## src/rtl/pkt_buf_pkg.sv

```systemverilog
// Shared widths and types; PKT_MAX_BEATS must not exceed 2**RAM_ADDR_W, SEQ_W + LEN_W == DATA_W
`default_nettype none

package pkt_buf_pkg;

  // ------------------------------------------------------------
  // Widths and sizes
  // ------------------------------------------------------------
  // Payload width of every stream beat
  localparam int DATA_W = 32;
  // Gate RAM holds 2**RAM_ADDR_W words
  localparam int RAM_ADDR_W = 7;
  // Longer packets are cut at this beat and dropped
  localparam int PKT_MAX_BEATS = 64;
  localparam int LEN_W = 16;
  localparam int SEQ_W = 16;
  // Width of the drop and sent packet counters
  localparam int CNT_W = 32;

  // ------------------------------------------------------------
  // Types
  // ------------------------------------------------------------
  // One word of the gate RAM with the end-of-packet flag above the data
  typedef struct packed {
    logic              last;
    logic [DATA_W-1:0] data;
  } ram_word_t;

  typedef logic [LEN_W-1:0] pkt_len_t;

  // Header beat with the sequence number in the upper half
  typedef struct packed {
    logic [SEQ_W-1:0] seq;
    logic [LEN_W-1:0] len;
  } hdr_t;

endpackage

`default_nettype wire

```

## src/rtl/pkt_stream_if.sv

```systemverilog
// Valid/ready beat stream; error has meaning only on the beat that carries last
`timescale 1ns/100ps
`default_nettype none

interface pkt_stream_if;

  // Beat payload
  logic [pkt_buf_pkg::DATA_W-1:0] data;
  // End of packet marker
  logic last;
  // Packet is bad, sampled together with last
  logic error;
  logic valid;
  logic ready;

  // Producer side
  modport src (output data, last, error, valid, input ready);

  // Consumer side
  modport snk (input data, last, error, valid, output ready);

endinterface

`default_nettype wire

```

## src/rtl/pkt_parity_check.sv

```systemverilog
// Input stage; even parity per beat, packets over PKT_MAX_BEATS are cut, tail discarded, dropped
`timescale 1ns/100ps
`default_nettype none

module pkt_parity_check (
  input  logic                               clk,
  input  logic                               i_reset,
  input  logic [pkt_buf_pkg::DATA_W-1:0]     i_data,
  input  logic                               i_parity,
  input  logic                               i_last,
  input  logic                               i_valid,
  output logic                               o_ready,
  pkt_stream_if.src                          o_stream,
  output logic [pkt_buf_pkg::CNT_W-1:0]      o_drop_count
);

  logic beat_bad;
  logic at_limit;
  logic trunc;
  logic fwd_xfer;
  logic accept_en;
  logic discarding;
  logic err_sticky;
  pkt_buf_pkg::pkt_len_t beat_cnt;

  // ------------------------------------------------------------
  // Combinational data path
  // ------------------------------------------------------------
  // Odd parity over data plus parity bit marks a bad beat
  assign beat_bad = ^{i_data, i_parity};
  // This beat is number PKT_MAX_BEATS of the packet
  assign at_limit = (beat_cnt == pkt_buf_pkg::pkt_len_t'(pkt_buf_pkg::PKT_MAX_BEATS - 1));
  assign trunc    = at_limit & ~i_last;

  assign o_stream.data  = i_data;
  assign o_stream.last  = i_last | at_limit;
  // Error collects every bad beat so far, read by the gate only with last
  assign o_stream.error = err_sticky | beat_bad | trunc;
  assign o_stream.valid = accept_en & i_valid & ~discarding;
  // While the tail of a cut packet is thrown away, input is always taken
  assign o_ready  = accept_en & (discarding | o_stream.ready);
  assign fwd_xfer = o_stream.valid & o_stream.ready;

  // ------------------------------------------------------------
  // Packet tracking
  // ------------------------------------------------------------
  always_ff @(posedge clk) begin
    if (i_reset) begin
      accept_en    <= 1'b0;
      discarding   <= 1'b0;
      err_sticky   <= 1'b0;
      beat_cnt     <= '0;
      o_drop_count <= '0;
    end else begin
      // Input opens one cycle after reset is released
      accept_en <= 1'b1;
      if (fwd_xfer) begin
        if (o_stream.last) begin
          beat_cnt   <= '0;
          err_sticky <= 1'b0;
          discarding <= trunc;
          if (o_stream.error) begin
            o_drop_count <= o_drop_count + 1'b1;
          end
        end else begin
          beat_cnt   <= beat_cnt + 1'b1;
          err_sticky <= err_sticky | beat_bad;
        end
      end
      // The input last of a cut packet ends the discard
      if (discarding & i_valid & i_last) begin
        discarding <= 1'b0;
      end
    end
  end

endmodule

`default_nettype wire

```

## src/flat_wrapper.sv

```systemverilog
// flat-port wrapper written by rule: the top's interface ports become plain ports
module pkt_parity_check_flat 
  (clk, i_reset, i_data, i_parity, i_last, i_valid, o_ready, o_drop_count, o_stream_data, o_stream_last, o_stream_error, o_stream_valid, o_stream_ready);
  pkt_stream_if o_stream_i ();
  input  logic clk;
  input  logic i_reset;
  input  logic [pkt_buf_pkg::DATA_W-1:0] i_data;
  input  logic i_parity;
  input  logic i_last;
  input  logic i_valid;
  output logic o_ready;
  output logic [pkt_buf_pkg::CNT_W-1:0] o_drop_count;
  output wire logic [$bits(o_stream_i.data)-1:0] o_stream_data;
  output wire logic [$bits(o_stream_i.last)-1:0] o_stream_last;
  output wire logic [$bits(o_stream_i.error)-1:0] o_stream_error;
  output wire logic [$bits(o_stream_i.valid)-1:0] o_stream_valid;
  input wire logic [$bits(o_stream_i.ready)-1:0] o_stream_ready;
  assign o_stream_data = o_stream_i.data;
  assign o_stream_last = o_stream_i.last;
  assign o_stream_error = o_stream_i.error;
  assign o_stream_valid = o_stream_i.valid;
  assign o_stream_i.ready = o_stream_ready;
  pkt_parity_check u_core (.clk(clk), .i_reset(i_reset), .i_data(i_data), .i_parity(i_parity), .i_last(i_last), .i_valid(i_valid), .o_ready(o_ready), .o_stream(o_stream_i), .o_drop_count(o_drop_count));
endmodule
```

## config.mk

```make
export PLATFORM = sky130hd
export DESIGN_NAME = pkt_parity_check_flat
export DESIGN_NICKNAME = d
export VERILOG_FILES = /design/src/rtl/pkt_buf_pkg.sv /design/src/rtl/pkt_stream_if.sv /design/src/rtl/pkt_parity_check.sv /design/src/flat_wrapper.sv
export SDC_FILE = /design/constraint.sdc
export NUM_CORES = 1
export LEC_CHECK = 0
export ABC_AREA = 1
export BUFFER_PORTS_ARGS = -buffer_cell sky130_fd_sc_hd__buf_2
export CORE_MARGIN = 3
export CORE_UTILIZATION = 57
export DETAILED_ROUTE_END_ITERATION = 7
export GPL_ROUTABILITY_DRIVEN = 0
export PLACE_DENSITY = 0.86
export SYNTH_ARGS = -nofsm -noshare
export SYNTH_HDL_FRONTEND = slang
export SYNTH_SLANG_ARGS = --single-unit
```

## constraint.sdc

```tcl
create_clock -name clk -period 3.5 [get_ports clk]
set_input_delay 0.525 -clock clk [delete_from_list [all_inputs] [get_ports clk]]
set_output_delay 0.525 -clock clk [all_outputs]
set_load 0.01 [all_outputs]
```

* Word level (Yosys, flattened, before mapping)
Cells that the tools add are included. Widths: inputs -> output; s select.
Storage, ports and cells: register bits 51, input port bits 38, output and inout port bits 68, word-level logic and storage cells 28
Operators by class: add/subtract/negate cells 2, equal/unequal tests 1, multiplexer cells 3, bitwise operators 13, reduce and logical (&&, ||, !) cells 4
Operator list (count):
- $reduce_xor 33->1 | 1
- $add 32x1->32 const B | 1
- $add 16x1->16 const B | 1
- $eq 16x6->1 const B | 1
- $mux 16 | 1
- $and 1x1->1 | 7
- $or 1x1->1 | 4
- $reduce_and 3->1 | 1
- $mux 1 | 2
- $not 1->1 | 2
- $reduce_and 2->1 | 1
- $reduce_or 2->1 | 1

* Longest topological paths before layout
word-level depth 4, gate-level depth with buffers 17, gate-level depth less buffers 16

* Worst setup path after synthesis
OpenSTA, ideal clock, no wires.
path type input to output, from input i_data[7] in the netlist's numbering, to output o_stream_error, arrival 1.612 ns, required time 2.975 ns, path slack 1.363 ns, stages on the path 13, buffers on the path 1, path through nand2_1 inv_1 nor2_1 nand2_1 nand2_1 nand2_1 nand2_1 inv_1 nand2_1 nand3_1 nand3_1 nand4_4 buf_2
On the way: word-level cells in the longest chain between the ends 3
RTL lines:
- start: declaration | RTL line flat_wrapper.sv:7 | input logic [pkt_buf_pkg::DATA_W-1:0] i_data;
- $reduce_xor 33->1 | RTL line pkt_parity_check.sv:30 | assign beat_bad = ^{i_data, i_parity};
- $or 1x1->1 (2 in a row) | RTL line pkt_parity_check.sv:38 | assign o_stream.error = err_sticky | beat_bad | trunc;
- end: declaration | RTL line flat_wrapper.sv:15 | output wire logic [$bits(o_stream_i.error)-1:0] o_stream_error;
Every way passes these cells.

* Worst setup path in the final report
Ends and elaborated chain as after synthesis.

==> summary.json <==
{
  "r2r_cells": {"value": 11},
  "synthesis_warnings": {"value": 0},
  "number_of_synthesized_register_bits": {"value": 51},
  "worst_setup_path_class": {"value": "in -> out"},
  "setup_repair_after_global_routing_missed_its_margin": {"value": "false"},
  "tritoncts": {"value": "yes"},
  "syn_area": {"value": 3759, "unit": "um^2"},
  "drive_gt1_share": {"value": 19.55, "unit": "%"},
  "first_pass_iters": {"value": 6},
  "grt_antenna_before_repair": {"value": 0},
  "netSwitchingPower": {"value": 381.8, "unit": "uW"},
  "fin_tns_setup": {"value": 0, "unit": "ns"},
  "p_per_area": {"value": 307.8, "unit": "nW/um^2"},
  "route.final.wire_length": {"value": 8940, "unit": "um"},
  "design.portCount": {"value": 106},
  "finish.utilization": {"value": 67.80, "unit": "%"},
  "cpLargestDelayFamily": {"value": "simple AND/OR/NAND/NOR gates"},
  "final_cell_area": {"value": 4180, "unit": "um^2"},
  "cts.htree.levels": {"value": 2},
  "via_count_of_the_first_global_routing_pass": {"value": 3485},
  "yosysSeqAreaShare": {"value": 27.16, "unit": "%"},
  "leakage": {"value": 0.001967, "unit": "uW"},
  "total_via_count_in_the_routed_design": {"value": 3865},
  "place_inst": {"value": 727},
  "tightest_slew": {"value": 0.5870, "unit": "ns"},
  "hold_violations": {"value": 0},
  "insertion_delay": {"value": 0.30, "unit": "ns"},
  "max-vdd-ir-drop": {"value": 0.3065, "unit": "mV"},
  "post-route-min-period": {"value": 2.770, "unit": "ns"},
  "r2r_end": {"value": "u_core.o_drop_count[18]$_SDFFE_PP0P_"},
  "critPathLaunchType": {"value": "input pin"},
  "floorplan.initialDensity": {"value": 60.96, "unit": "%"},
  "run_status": {"value": "complete, no violations"},
  "timing.critical_path.fanout_max": {"value": 34},
  "synth_async_sr_flop_share": {"value": 0, "unit": "%"},
  "drt_drc": {"value": 0},
  "max_freq": {"value": 361.0, "unit": "MHz"},
  "placement_cell_area": {"value": 4063, "unit": "um^2"},
  "synth_fp_nets": {"value": 632},
  "maxSlewViolCount": {"value": 0},
  "detailed_place_hpwl": {"value": 6968, "unit": "um"},
  "critical_path.n_buffers_inverters": {"value": 4},
  "final_nets": {"value": 699},
  "post_cts_buffers": {"value": 0},
  "fin_crit_sh": {"value": 79.15, "unit": "%"},
  "p_int": {"value": 905.0, "unit": "uW"},
  "seq_power_share": {"value": 45.4, "unit": "%"},
  "power_frac_comb": {"value": 21.5, "unit": "%"},
  "worstHoldPathType": {"value": "in -> reg"},
  "number_of_gates_given_a_new_drive_strength_after_cts": {"value": 0},
  "most_common_cell_after_layout_fill_and_taps_aside": {"value": "sky130_fd_sc_hd__nand2_1"},
  "global_route.usage.total": {"value": 23.71, "unit": "%"},
  "cts-buffers-inserted": {"value": 5},
  "place.port_buffers": {"value": 105},
  "crit_required": {"value": 2.97, "unit": "ns"},
  "globalRoute.totalOverflow": {"value": 0},
  "critical_path.most_common_cell": {"value": "sky130_fd_sc_hd__nand2_1"},
  "power_frac_clock": {"value": 33.1, "unit": "%"},
  "postSynth.topFlopCell": {"value": "sky130_fd_sc_hd__dfxtp_1"},
  "finish.cell_count_without_fillers": {"value": 735},
  "first_pass_grt_wire_length": {"value": 14960, "unit": "um"},
  "die_y": {"value": 87.21, "unit": "um"},
  "route.detailed.vias_per_inst": {"value": 5.259},
  "cts.sink_count": {"value": 51},
  "reg2reg_setup_slack": {"value": 0.98, "unit": "ns"},
  "drt-initial-drc-count": {"value": 308},
  "layout_stage_area_growth_over_the_synthesis_result": {"value": 11.22, "unit": "%"},
  "fp.dieArea": {"value": 7605, "unit": "um^2"},
  "worstPathCellList": {"value": "buf_2, nand2_1, inv_1, nor2_1, nand2_1, nand2_1, nand2_1, nand2_1, inv_1, nand2_1, nand3_1, nand3_1, nand4_4, buf_2"},
  "timing.critical_path.to_type": {"value": "primary output"},
  "cpPeakStageDelay": {"value": 0.43, "unit": "ns"},
  "crit_path_max_delay_cell_type": {"value": "sky130_fd_sc_hd__nand4_4"},
  "min_path_cells": {"value": 2},
  "die_x": {"value": 87.21, "unit": "um"},
  "clkSlewWorstSetupHoldPaths": {"value": 0.09, "unit": "ns"},
  "hold_path_end": {"value": "u_core.discarding$_SDFFE_PP0P_"},
  "synthCells": {"value": 592},
  "cts_root_buf": {"value": "sky130_fd_sc_hd__clkbuf_8"},
  "mostFrequentLayoutCells": {"value": "sky130_fd_sc_hd__nand2_1, sky130_fd_sc_hd__buf_2, sky130_fd_sc_hd__inv_1"},
  "worstPathArrival": {"value": 2.25, "unit": "ns"},
  "min_from": {"value": "i_last"},
  "worst_slew_margin": {"value": 60.82, "unit": "%"},
  "skew": {"value": 0.004675, "unit": "ns"},
  "area_of_the_core": {"value": 6166, "unit": "um^2"},
  "placement_rows": {"value": 28},
  "synth_enable_flop_cells": {"value": 0},
  "pin_count_of_the_biggest_net_entering_global_routing": {"value": 35},
  "ys_types": {"value": 34},
  "report.final.setup_viol": {"value": 0},
  "power_switching_share": {"value": 29.67, "unit": "%"},
  "ant_nets": {"value": 0},
  "cts_stage_hold_buffer_count": {"value": 0},
  "synthesis.area_per_instance": {"value": 6.349, "unit": "um^2"},
  "reg2reg_from": {"value": "u_core.beat_cnt[0]$_SDFFE_PP0P_"},
  "drv_cap": {"value": 0},
  "cts-root-to-sink-buffers": {"value": 2},
  "post_drt_wl_per_cell": {"value": 12.16, "unit": "um"},
  "final.hold.worst_slack": {"value": 0.4263, "unit": "ns"},
  "antennaDiodeCount": {"value": 0}
}
-- power by group through the flow --
| stage | sequential [uW] | combinational [uW] | clock, uW |
|---|---|---|---|
| 6_report | 584 | 276 | 427 |
| 5_1_grt | 584 | 316 | 454 |
| 4_1_cts | 584 | 278 | 435 |
| 3_5_place_dp | 598 | 277 | 0 |
| 3_3_place_gp | 597 | 269 | 0 |
| 2_1_floorplan | 597 | 226 | 0 |
-- area by class of cell --
class                           instances  area [um^2]
Fill cell                             545         1986
Multi-Input combinational cell        427         2160
Tap cell                               75        93.84
Inverter                               68        255.2
Sequential cell                        51         1021
Timing Repair Buffer                  106        533.0
Clock inverter                          2        35.03
Clock buffer                            6        82.58
-- synthesized netlist by cell type, drive strengths merged, types with 3 or more instances --
cell type,instances,share of area [%]
nand2,203,21
inv,68,6.8
dfxtp,51,27
buf,41,8.1
nand3,41,5.5
a21oi,39,5.2
nor2,38,4.4
xor2,30,7.0
nor3,22,3.4
xnor2,15,3.5
nor4,10,1.7
nand4,7,1.6
clkbuf,5,0.50
nor3b,5,1.0
nand3b,3,0.60
o21ai,3,0.40
-- kinds of logic (layout without fill, tap and decap cells) --
logic type / count (synthesis) / after routing / share of synthesized area (%)
muxes: 1 / 1 / 0.2663
buffers and inverters: 114 / 182 / 15.38
AOI/OAI and AO/OA: 49 / 49 / 6.957
adders and majority gates: 2 / 2 / 0.6657
xor gates and xnor gates: 45 / 45 / 10.49
DFF: 51 / 51 / 27.16
and+or+nand+nor: 330 / 330 / 39.08
-- worst max-delay path by stage --
stage / start / to / cells past startpoint
final: i_data[7] / o_stream_error / 14
after global routing: u_core.beat_cnt[0]$_SDFFE_PP0P_ / o_stream_error / 8
after CTS: i_data[0] / o_stream_error / 14
after detailed placement: i_data[7] / o_stream_error / 14
after global placement: i_data[7] / o_stream_error / 14
after floorplan: i_data[7] / o_stream_error / 13
-- metrics by stage --
step           setup WS (ns)  total power (uW)
5_1_grt               0.4388              1354
2_1_floorplan          1.363             823.2
3_5_place_dp          0.7338             875.1
4_1_cts               0.7339              1296
3_3_place_gp          0.7946             866.8
6_report              0.7298              1287
-- sequential cells by signal, summed over array words and instances, names as in the netlist --
name	cells
u_core.accept_en	1
u_core.beat_cnt	16
u_core.discarding	1
u_core.err_sticky	1
u_core.o_drop_count	32
-- metal layers --
metal	vias to the layer above	track usage [%]	part of all wire, %
met5	-	0	0
met4	0	6.276	0.96
met3	11	3.595	6.7
met2	127	41.68	50
met1	1747	30.17	43
li1	1980	-	-
Power figures use the tool's default switching activity.
