## config.mk

```make
export PLATFORM = sky130hd
export DESIGN_NAME = pkt_header_framer_flat
export DESIGN_NICKNAME = d
export VERILOG_FILES = /design/src/rtl/pkt_buf_pkg.sv /design/src/rtl/pkt_stream_if.sv /design/src/rtl/pkt_header_framer.sv /design/src/flat_wrapper.sv
export SDC_FILE = /design/constraint.sdc
export NUM_CORES = 1
export LEC_CHECK = 0
export BUFFER_PORTS_ARGS = -buffer_cell sky130_fd_sc_hd__buf_2
export CAP_MARGIN = 10
export CORE_AREA = 2 2 83 100
export DETAILED_ROUTE_END_ITERATION = 12
export DIE_AREA = 0 0 85 102
export GPL_TIMING_DRIVEN = 0
export PLACE_DENSITY_LB_ADDON = 0.05
export SKIP_LAST_GASP = 1
export SLEW_MARGIN = 20
export SYNTH_ARGS = -nofsm -noshare
export SYNTH_HDL_FRONTEND = slang
export SYNTH_SLANG_ARGS = --single-unit
```

## constraint.sdc

```tcl
create_clock -name clk -period 3.75 [get_ports clk]
set_input_delay 0.75 -clock clk [delete_from_list [all_inputs] [get_ports clk]]
set_output_delay 0.75 -clock clk [all_outputs]
set_load 0.005 [all_outputs]
```

## src/rtl/pkt_buf_pkg.sv

```systemverilog
// Shared widths and types; PKT_MAX_BEATS must not exceed 2**RAM_ADDR_W, SEQ_W + LEN_W == DATA_W
`default_nettype none

package pkt_buf_pkg;

  // ------------------------------------------------------------
  // Widths and sizes
  // ------------------------------------------------------------
  // Payload width of every stream beat
  localparam int DATA_W = 32;
  // Gate RAM holds 2**RAM_ADDR_W words
  localparam int RAM_ADDR_W = 7;
  // Longer packets are cut at this beat and dropped
  localparam int PKT_MAX_BEATS = 64;
  localparam int LEN_W = 16;
  localparam int SEQ_W = 16;
  // Width of the drop and sent packet counters
  localparam int CNT_W = 32;

  // ------------------------------------------------------------
  // Types
  // ------------------------------------------------------------
  // One word of the gate RAM with the end-of-packet flag above the data
  typedef struct packed {
    logic              last;
    logic [DATA_W-1:0] data;
  } ram_word_t;

  typedef logic [LEN_W-1:0] pkt_len_t;

  // Header beat with the sequence number in the upper half
  typedef struct packed {
    logic [SEQ_W-1:0] seq;
    logic [LEN_W-1:0] len;
  } hdr_t;

endpackage

`default_nettype wire

```

## src/rtl/pkt_stream_if.sv

```systemverilog
// Valid/ready beat stream; error has meaning only on the beat that carries last
`timescale 1ns/100ps
`default_nettype none

interface pkt_stream_if;

  // Beat payload
  logic [pkt_buf_pkg::DATA_W-1:0] data;
  // End of packet marker
  logic last;
  // Packet is bad, sampled together with last
  logic error;
  logic valid;
  logic ready;

  // Producer side
  modport src (output data, last, error, valid, input ready);

  // Consumer side
  modport snk (input data, last, error, valid, output ready);

endinterface

`default_nettype wire

```

## src/rtl/pkt_header_framer.sv

```systemverilog
// Output stage; registered output, one header beat before every packet, sequence wraps at 2**SEQ_W
`timescale 1ns/100ps
`default_nettype none

module pkt_header_framer (
  input  logic                           clk,
  input  logic                           i_reset,
  pkt_stream_if.snk                      i_stream,
  input  pkt_buf_pkg::pkt_len_t          i_len,
  input  logic                           i_len_valid,
  output logic                           o_len_ready,
  output logic [pkt_buf_pkg::DATA_W-1:0] o_data,
  output logic                           o_last,
  output logic                           o_valid,
  input  logic                           i_ready,
  output logic [pkt_buf_pkg::CNT_W-1:0]  o_sent_count
);

  typedef enum logic {HEADER, BODY} state_t;

  state_t state;
  pkt_buf_pkg::hdr_t header;
  logic [pkt_buf_pkg::SEQ_W-1:0] seq;
  logic update;

  // The output register may load when empty or when its beat goes out
  assign update = i_ready | ~o_valid;

  // A length is popped in HEADER, data beats are taken in BODY
  assign o_len_ready    = (state == HEADER) & update;
  assign i_stream.ready = (state == BODY) & update;

  assign header.seq = seq;
  assign header.len = i_len;

  // ------------------------------------------------------------
  // Control FSM
  // ------------------------------------------------------------
  always_ff @(posedge clk) begin
    if (i_reset) begin
      state   <= HEADER;
      seq     <= '0;
      o_valid <= 1'b0;
    end else if (update) begin
      case (state)
        HEADER: begin
          o_valid <= i_len_valid;
          if (i_len_valid) begin
            state <= BODY;
          end
        end
        BODY: begin
          o_valid <= i_stream.valid;
          // Next packet gets the next sequence number
          if (i_stream.valid & i_stream.last) begin
            state <= HEADER;
            seq   <= seq + 1'b1;
          end
        end
      endcase
    end
  end

  // Beat held unchanged under back-pressure
  always_ff @(posedge clk) begin
    if (update) begin
      if (state == HEADER) begin
        o_data <= header;
        o_last <= 1'b0;
      end else begin
        o_data <= i_stream.data;
        o_last <= i_stream.last;
      end
    end
  end

  // Counts packets whose final beat has left the output
  always_ff @(posedge clk) begin
    if (i_reset) begin
      o_sent_count <= '0;
    end else if (o_valid & i_ready & o_last) begin
      o_sent_count <= o_sent_count + 1'b1;
    end
  end

endmodule

`default_nettype wire

```

## src/flat_wrapper.sv

```systemverilog
// flat-port wrapper written by rule: the top's interface ports become plain ports
module pkt_header_framer_flat 
  (clk, i_reset, i_len, i_len_valid, o_len_ready, o_data, o_last, o_valid, i_ready, o_sent_count, i_stream_data, i_stream_last, i_stream_error, i_stream_valid, i_stream_ready);
  pkt_stream_if i_stream_i ();
  input  logic clk;
  input  logic i_reset;
  input  pkt_buf_pkg::pkt_len_t i_len;
  input  logic i_len_valid;
  output logic o_len_ready;
  output logic [pkt_buf_pkg::DATA_W-1:0] o_data;
  output logic o_last;
  output logic o_valid;
  input  logic i_ready;
  output logic [pkt_buf_pkg::CNT_W-1:0] o_sent_count;
  input wire logic [$bits(i_stream_i.data)-1:0] i_stream_data;
  input wire logic [$bits(i_stream_i.last)-1:0] i_stream_last;
  input wire logic [$bits(i_stream_i.error)-1:0] i_stream_error;
  input wire logic [$bits(i_stream_i.valid)-1:0] i_stream_valid;
  output wire logic [$bits(i_stream_i.ready)-1:0] i_stream_ready;
  assign i_stream_i.data = i_stream_data;
  assign i_stream_i.last = i_stream_last;
  assign i_stream_i.error = i_stream_error;
  assign i_stream_i.valid = i_stream_valid;
  assign i_stream_ready = i_stream_i.ready;
  pkt_header_framer u_core (.clk(clk), .i_reset(i_reset), .i_stream(i_stream_i), .i_len(i_len), .i_len_valid(i_len_valid), .o_len_ready(o_len_ready), .o_data(o_data), .o_last(o_last), .o_valid(o_valid), .i_ready(i_ready), .o_sent_count(o_sent_count));
endmodule
```

Yosys cells after proc, flatten, opt, wreduce, memory -nomap -nowiden
Index checks and enable logic that the tools add are counted.

Reduce and logical (&&, ||, !) cells: 1. Mux-type cells: 5. Add/sub/neg operators: 2. Bitwise logic cells: 8.

Operators with widths (count): 32-bit by 1-bit adder with 32-bit output, second input constant (1); 32-bit two-way mux (1); 16-bit by 1-bit adder with 16-bit output, second input constant (1); 1-bit bitwise AND (5); 1-bit case mux with 2 select lines (2); 3-bit AND reduction (1); 1-bit two-way mux (2); 1-bit NOT (2); 1-bit bitwise OR (1).

Output and inout bits: 68. Input bits: 55. Word-level logic and storage cells: 22. Bits in registers: 83.

Logic depth before layout (Yosys ltp)
Gate-level depths: netlist of the first run.

Word-level depth: 3. Mapped depth: 8. Mapped depth without buffers: 5.

Worst setup path before layout of the first run
No wires, ideal clock.

Kind: input to register. Start: input i_ready. End: register u_core.seq[11] (netlist name). Path buffers: 2. Arrival: 2919 ps. Library setup time: 70 ps. Required time: 3680 ps. Stages on the path: 6. Path slack: 760 ps. Cell sequence: nand2b_1 > clkbuf_1 > nand4_1 > clkbuf_1 > or3_1 > a21oi_1.

Longest elaborated chain between the ends: 2.

Ends and longest elaborated chain: from (decl) (RTL line flat_wrapper.sv:13) `input logic i_ready;`; 1-bit bitwise OR (RTL line pkt_header_framer.sv:27) `assign update = i_ready | ~o_valid;`; 3-bit AND reduction (no source line); to (signal assigned) (RTL line pkt_header_framer.sv:57) `seq <= seq + 1'b1;`; to (decl) (RTL line pkt_header_framer.sv:23) `logic [pkt_buf_pkg::SEQ_W-1:0] seq;`.

No other way between the ends. A chain may end at the register's enable or synchronous reset.

Worst setup path after layout of the first run
Start: register u_core.state. End: output i_stream_ready.

Longest elaborated chain between the ends: 1.

Ends and longest elaborated chain: from (decl) (RTL line pkt_header_framer.sv:21) `state_t state;`; from (signal assigned) (RTL line pkt_header_framer.sv:41) `state <= HEADER;`; from (signal assigned) (RTL line pkt_header_framer.sv:49) `state <= BODY;`; from (signal assigned) (RTL line pkt_header_framer.sv:56) `state <= HEADER;`; 1-bit bitwise AND (RTL line pkt_header_framer.sv:31) `assign i_stream.ready = (state == BODY) & update;`; to (decl) (RTL line flat_wrapper.sv:19) `output wire logic [$bits(i_stream_i.ready)-1:0] i_stream_ready;`.

No other way between the ends.

==> impl_summary.md, run 1 <==
Global routing
Summed over all layers, the global routing overflow is 0. Entering global routing, the biggest net connects 30 pins. Global routing used 20.02% of the available tracks. The wire length of the first global-routing pass is 13.90 mm. The initial antenna violation count is 0. The via count of the first global-routing pass was 2978.

Clock network
The tree is rooted in a sky130_fd_sc_hd__clkbuf_8. TritonCTS built the clock tree. Clock tree synthesis inserted a total of 9 buffers. The clock net in this run drives a total of 83 sinks. The H-tree generated during clock tree synthesis spans 3 levels. The total setup buffers inserted after CTS is 0. The post-cts sizing count is 0. The worst-case clock buffer depth is 2. For this design, the CTS-stage hold fixing added 0 buffers. The insertion delay of the later-clocked pin in the worst-skew pair is 0.35 ns. The CTS clock-pin slew for the worst setup and hold paths is 0.08 ns.

Pwr
The total internal power is 1377 uW. The worst ir drop on vdd is 0.2630 mV. For this design the static power due to leakage is 0.001846 uW. The proportion of power drawn by combinational gates is 8.5%. Sequential cells account for 56.2% of the total power. The switching share of power is 22.04%. The clock network is responsible for 35.2% of the overall power. The switching power is 389.2 uW. The total design power is 1766 uW. The total power divided by cell area is 377.1 nW/um^2.

Final layout
The final cell count without fillers is 580. In the final design database the tool counted 540 nets. The repair_antennas step left the layout with diodes totalling 0. With fillers left out, the area of the finished cells amounts to 4683 sq um. Cells with a size suffix above 1 make up 35.66% of the layout. The most common library cell in the layout ignoring fill and taps is sky130_fd_sc_hd__buf_2. The area added between synthesis and finish is 24.93%.

Leaving out fill and tap cells, the most frequent cells in the layout are sky130_fd_sc_hd__buf_2, sky130_fd_sc_hd__dfxtp_1, sky130_fd_sc_hd__a21oi_1.

Placed design
The final weighted congestion of routability-driven global placement is 0.7778. The placed instances occupy a cell area of 4486 sq um. The estimated wirelength of the detail-placed design is 6.405 mm. The number of cells after detailed placement is 564. The count of input and output buffers is 120.

Detailed routing
After detailed routing, the total wire length is 8.693 mm. Dividing the detail-routed wire length by the instance count gives 14.99 microns. For this run, design rule violations remaining after detail routing come to 0. The detailed router placed 3255 vias in this run.

In this run the remaining antenna-violating nets after routing total 0. For this block, the initial DRC count from the detailed router was 126. The vias per cell is 5.612. The number of optimization iterations in the first detailed-route pass is 4.

Worst setup path
The startpoint identified for the worst register-to-register timing path is u_core.o_sent_count[2]. The setup path with the least slack is of type register to output port. The depth of the worst register-to-register path is 6. The critical-path maximum fanout is 10. The worst setup path is launched from a register.

The flop-to-flop setup slack is 1.34 ns. STA puts the critical path data arrival time at 1.77 ns. STA puts the critical path data required time at 3.00 ns.

The endpoint of the worst-slack reg-to-reg timing path is u_core.o_sent_count[25]. Following the worst setup path forward leads to its endpoint at i_stream_ready. The launch point of the worst path is u_core.state. The element type at the critical path end is an output port.

Floorplanning
In this run the horizontal extent of the chip is 85 microns. The row count is 35. The die area is 8670 sq um. The effective utilization at floorplan is 48.91%. The vertical die dimension is 102 microns. The core region is 7664 sq um.

The number of top-level pins is 123.

Synth
The synthesized area per cell is 10.68 sq um. Synthesis inferred 83 register bits. Synthesis handed over a netlist of 351 instances. Of the synthesized area, sequential elements account for 53.14%. The share of the synthesized area in the top cell type is 26.70%. The post-synthesis net count is 408. After synthesis, the cell types taking the most area are sky130_fd_sc_hd__dfxtp_1, sky130_fd_sc_hd__edfxtp_1, sky130_fd_sc_hd__mux2_2, sky130_fd_sc_hd__or4_1, sky130_fd_sc_hd__a21oi_1. The number of library cell types mapped by synthesis is 31. The post-synthesis instance area is 3749 sq um.

The cell type contributing the most total cell area after synthesis is sky130_fd_sc_hd__dfxtp_1. For this run, the number of Yosys warnings is 0.

Flow run
The number of violations of the max-capacitance limit is 0.

STA
Setup violations remaining at the end of the flow were counted as 0. The number of max-slew violations in the final report came to 0. The transition time of the tightest slew-check pin is 0.6476 ns. The relative slew slack is 56.83%.

The final critical-path required period is 2.517 ns. The final worst clock skew is 0.01472 ns. The maximum operating frequency is 0.3974 GHz. The hold violation count in the final report is 0. Setup repair after global routing left no endpoint under its margin.

The final period utilization is 67.11%.

Min path
The min-delay analysis places its worst path in the category register to register. The source of the worst hold timing path is u_core.seq[15].

Outcome
The flow ran to the end, and the final reports show no timing, DRC or antenna violations.
-- cells by family after synthesis --
logic type	after synthesis	synth area share, %
AND/OR/NAND/NOR	116	18.59
adder cells (fa/ha/maj)	2	0.6675
XOR/XNOR	10	2.336
multiplexers	34	10.11
buffers and inverters	30	3.237
flip-flops	83	53.14
AO/OA/AOI/OAI	76	11.92
-- registers in the layout (all words and copies together) (netlist names) --
name	count
u_core.seq	16
u_core.state	1
u_core.o_sent_count	32
u_core.o_data	32
u_core.o_valid	1
u_core.o_last	1
-- cell usage after synthesis, drive strengths merged --
cell type  instances
nand3             11
or2                1
a311oi             1
clkbuf            21
nand2b             1
xnor2              6
ha                 2
and2               4
or4               29
mux2              31
inv                6
and3               6
o21ai             12
nor3               2
nand4             14
and4               6
nor2              12
a21oi             38
o31ai             25
edfxtp            33
xor2               4
nor2b              1
buf                3
nand2             18
dfxtp             50
mux2i              3
or3               11
-- critical path, stage by stage, from the launching register on --
cell and delay, ns:
sky130_fd_sc_hd__dfxtp_1 0.32, sky130_fd_sc_hd__clkbuf_1 0.37, sky130_fd_sc_hd__clkbuf_1 0.45, sky130_fd_sc_hd__and2_1 0.19
sky130_fd_sc_hd__buf_2 0.11
-- layer usage --
metal | vias up | wire length, microns | global-route usage, %
met4 | 0 | 146 | 6.593
met5 | - | 0 | 0
met3 | 11 | 584 | 5.574
li1 | 1614 | - | -
met2 | 94 | 4282 | 34.92
met1 | 1536 | 3680 | 23.95
-- worst min-delay path by stage --
| stage | end | slack [ns] | cells past startpoint |
|---|---|---|---|
| 4_1_cts | u_core.seq[15] | 0.49 | 2 |
| 3_5_place_dp | u_core.o_sent_count[31] | 0.47 | 2 |
| 3_3_place_gp | u_core.o_sent_count[31] | 0.47 | 2 |
| 5_1_grt | u_core.seq[15] | 0.52 | 2 |
| 6_report | u_core.seq[15] | 0.49 | 2 |
| 2_1_floorplan | u_core.seq[15] | 0.45 | 2 |
-- final cells by class --
type                       instances  area, sq um
fill                             675         2980
sequential                        83         1992
multi-input combinational        238         1635
inverter                           6        22.52
buffer                            24        100.1
clock inverter                     4        21.27
timing repair buffer             121        620.6
clock buffer                      12        176.4
tap                               92        115.1
-- power groups by stage --
stage	clock [uW]	combinational (uW)	sequential, uW
floorplan	0	63.4	1020
global placement	0	149	1010
detailed placement	0	154	1010
CTS	638	154	993
global route	677	167	997
finish	622	151	993
-- stage by stage --
stage	setup slack (ns)	hold slack, ns	setup TNS, ns	utilization [%]
after floorplan	0.7601	0.4494	0	-
after global routing	0.9881	0.5207	0	61.11
final	1.233	0.4913	0	61.11
after detailed placement	0.9140	0.4738	0	58.53
after global placement	-0.06827	0.4707	-0.2949	58.25
after CTS	1.169	0.4936	0	61.11
Note: power is estimated with default switching activity, not from simulation.
==> inputs of run 2 (changes only) <==
Clock period 3.75 ns to 2.4 ns, I/O delays scaled along.
==> impl_summary.md, run 2 (synthesis gave the netlist of run 1 again) <==
Global routing
The overall track demand over capacity in global routing is 19.90%. Entering global routing, the biggest net connects 42 pins. The via count of the first global-routing pass is 2909.

The wire length of the first global-routing pass is 13.72 mm. The initial antenna violation count was 0. The sum of overflow across all layers after global routing is 0.

Pwr
Dividing total power by cell area gives a power density of 568.9 nW/um^2. The total design power is 2638 uW. IR analysis of the VDD net gives a maximum drop of 0.3289 mV. The leakage power is 0.001825 uW.

Final layout
The multi-input combinational cells in the finished layout cover a total of 1639 sq um. The library cell used most frequently in the layout, excluding fill and tap cells, is sky130_fd_sc_hd__buf_2. The number of nets in the layout is 539. The fraction of final layout cells sized beyond drive strength 1 is 36.14%. The final cell count without fillers is 579.

The largest registers in the layout are u_core.o_data x32, u_core.o_sent_count x32, u_core.seq x16. The flip-flop and latch area is 1992 sq um. The post-route core utilization is 60.51%. The repair_antennas step left the layout with diodes totalling 0.

Counting the fill cells in the layout gives 698. The top cell types in the final layout, fill and taps aside, are sky130_fd_sc_hd__buf_2, sky130_fd_sc_hd__dfxtp_1, sky130_fd_sc_hd__a21oi_1. The area growth from synthesis to layout is 23.70%. The final cell area excluding filler cells is 4637 sq um.

STA
Counting I/O delays and the setup requirement, the final critical path takes 2.186 ns. Static timing analysis puts the maximum clock frequency at 0.4574 GHz. The final worst clock skew is 0.01217 ns. The hold violation count in the final report is 0. Final hold analysis gives a worst-case slack of 0.4079 ns. The number of max-slew violations in the final report is 0. Headroom to the max-slew limit came out at 59.34%. Setup repair after global routing left no endpoint under its margin. Setup violations remaining at the end of the flow were counted as 0. At the pin with the least slew margin, the transition time is 0.6099 ns.

The final period utilization is 91.09%.

Worst setup path
For the worst setup path, the data arrival time is 2.39 ns. The element type at the critical path end is a register. The critical-path maximum fanout is 10. The worst setup path is of the register to register kind.

For the worst setup path, the data required time is 2.61 ns. The kind of launch point of the worst setup path is a register.

Clock network
Counting every sink on the clock net gives 83. The H-tree generated during clock tree synthesis spans 3 levels. TritonCTS built the clock tree. The number of hold-repair buffers added at the cts stage is 0. In this run, CTS created clock tree buffers numbering 9. The insertion delay of the later-clocked pin in the worst-skew pair is 0.35 ns. The clock passes through at most 2 buffers.

The CTS clock-pin slew for the worst setup and hold paths is 0.09 ns. The clock tree root driver cell is sky130_fd_sc_hd__clkbuf_8.

Placed design
The wire-length estimate of the detail-placed layout is 6.314 mm. The congestion estimate from routability-driven global placement came to 0.7853. In this run the tool buffered the top-level ports with 120 buffer cells. After detailed placement, the total cell area comes to 4466 sq um. The number of cells after detailed placement is 563.

Floorplanning
In this run the horizontal extent of the chip is 85 microns. Once the floorplan was initialized, standard cells occupied 48.91% of the core. The core outline area is 7664 sq um. The die is 102 microns tall.

The number of top-level pins is 123. The die area is 8670 sq um. Row generation in the floorplan step produced 35 rows.

Outcome
The flow ran to the end, and the final reports show no timing, DRC or antenna violations.

Detailed routing
For this run, design rule violations remaining after detail routing come to 0. The number of optimization iterations in the first detailed-route pass is 4. The number of DRC markers after the initial detailed-route iteration is 164. After detailed routing, the number of vias per cell comes to 5.577.

The average routed wire per standard cell is 15.21 microns. The count of nets left with antenna violations once routing finished came out at 0. The total routed wirelength is 8.808 mm.

For this block, the via count after detailed routing is 3229.

Min path
The class of the tightest hold or removal check is primary input to register.

Flow run
The number of violations of the max-capacitance limit is 0.
-- run 2: repair_timing --
item / CTS / global route
endpoints found under the setup margin: 0 / 35
buffers inserted: 0 / 0
gates resized for setup: 0 / 11
-- run 2: final timing paths --
kind / start / end / slack (ns) / cells past startpoint
max: u_core.o_sent_count[3] / u_core.o_sent_count[25] / 0.21 / 6
min: i_stream_valid / u_core.state / 0.41 / 2
max reg2reg: u_core.o_sent_count[3] / u_core.o_sent_count[25] / 0.21 / 6
min reg2reg: u_core.o_sent_count[31] / u_core.o_sent_count[31] / 0.48 / 2
-- run 2: power by group --
| part | switching, uW | internal (uW) |
|---|---|---|
| Clock | 487 | 366 |
| Combinational | 109 | 124 |
| Sequential | 16.8 | 1540 |
| Total | 613 | 2030 |
-- run 2: metrics by stage --
step	setup slack [ns]	setup TNS, ns
2_1_floorplan	0.2971	0
3_3_place_gp	-0.2309	-2.727
3_5_place_dp	-0.2571	-3.472
4_1_cts	0.004042	0
5_1_grt	0.02198	0
6_report	0.2138	0
-- run 2: critical path, stage by stage, from the launching register on --
cell and delay [ns]:
sky130_fd_sc_hd__dfxtp_1 0.46, sky130_fd_sc_hd__nand4_1 0.16, sky130_fd_sc_hd__or4_4 0.56, sky130_fd_sc_hd__clkbuf_1 0.25
sky130_fd_sc_hd__clkbuf_2 0.26, sky130_fd_sc_hd__o31ai_1 0.26, sky130_fd_sc_hd__a21oi_1 0.09
-- run 2: area by class of cell --
class	instances	area share [%]
inverters	6	0.4857
clock buffers	10	2.752
repair buffers	120	12.95
clock inverters	6	0.7016
multi-input cells	238	35.35
well taps	92	2.482
flip-flops and latches	83	42.96
plain buffers	24	2.321
-- run 2: layer usage --
layer	global-route usage, %	wire (microns)	vias to the layer above
li1	-	-	1604
met1	24.91	3753	1507
met5	0	0	-
met4	8.791	151	0
met3	5.008	579	8
met2	32.69	4324	110
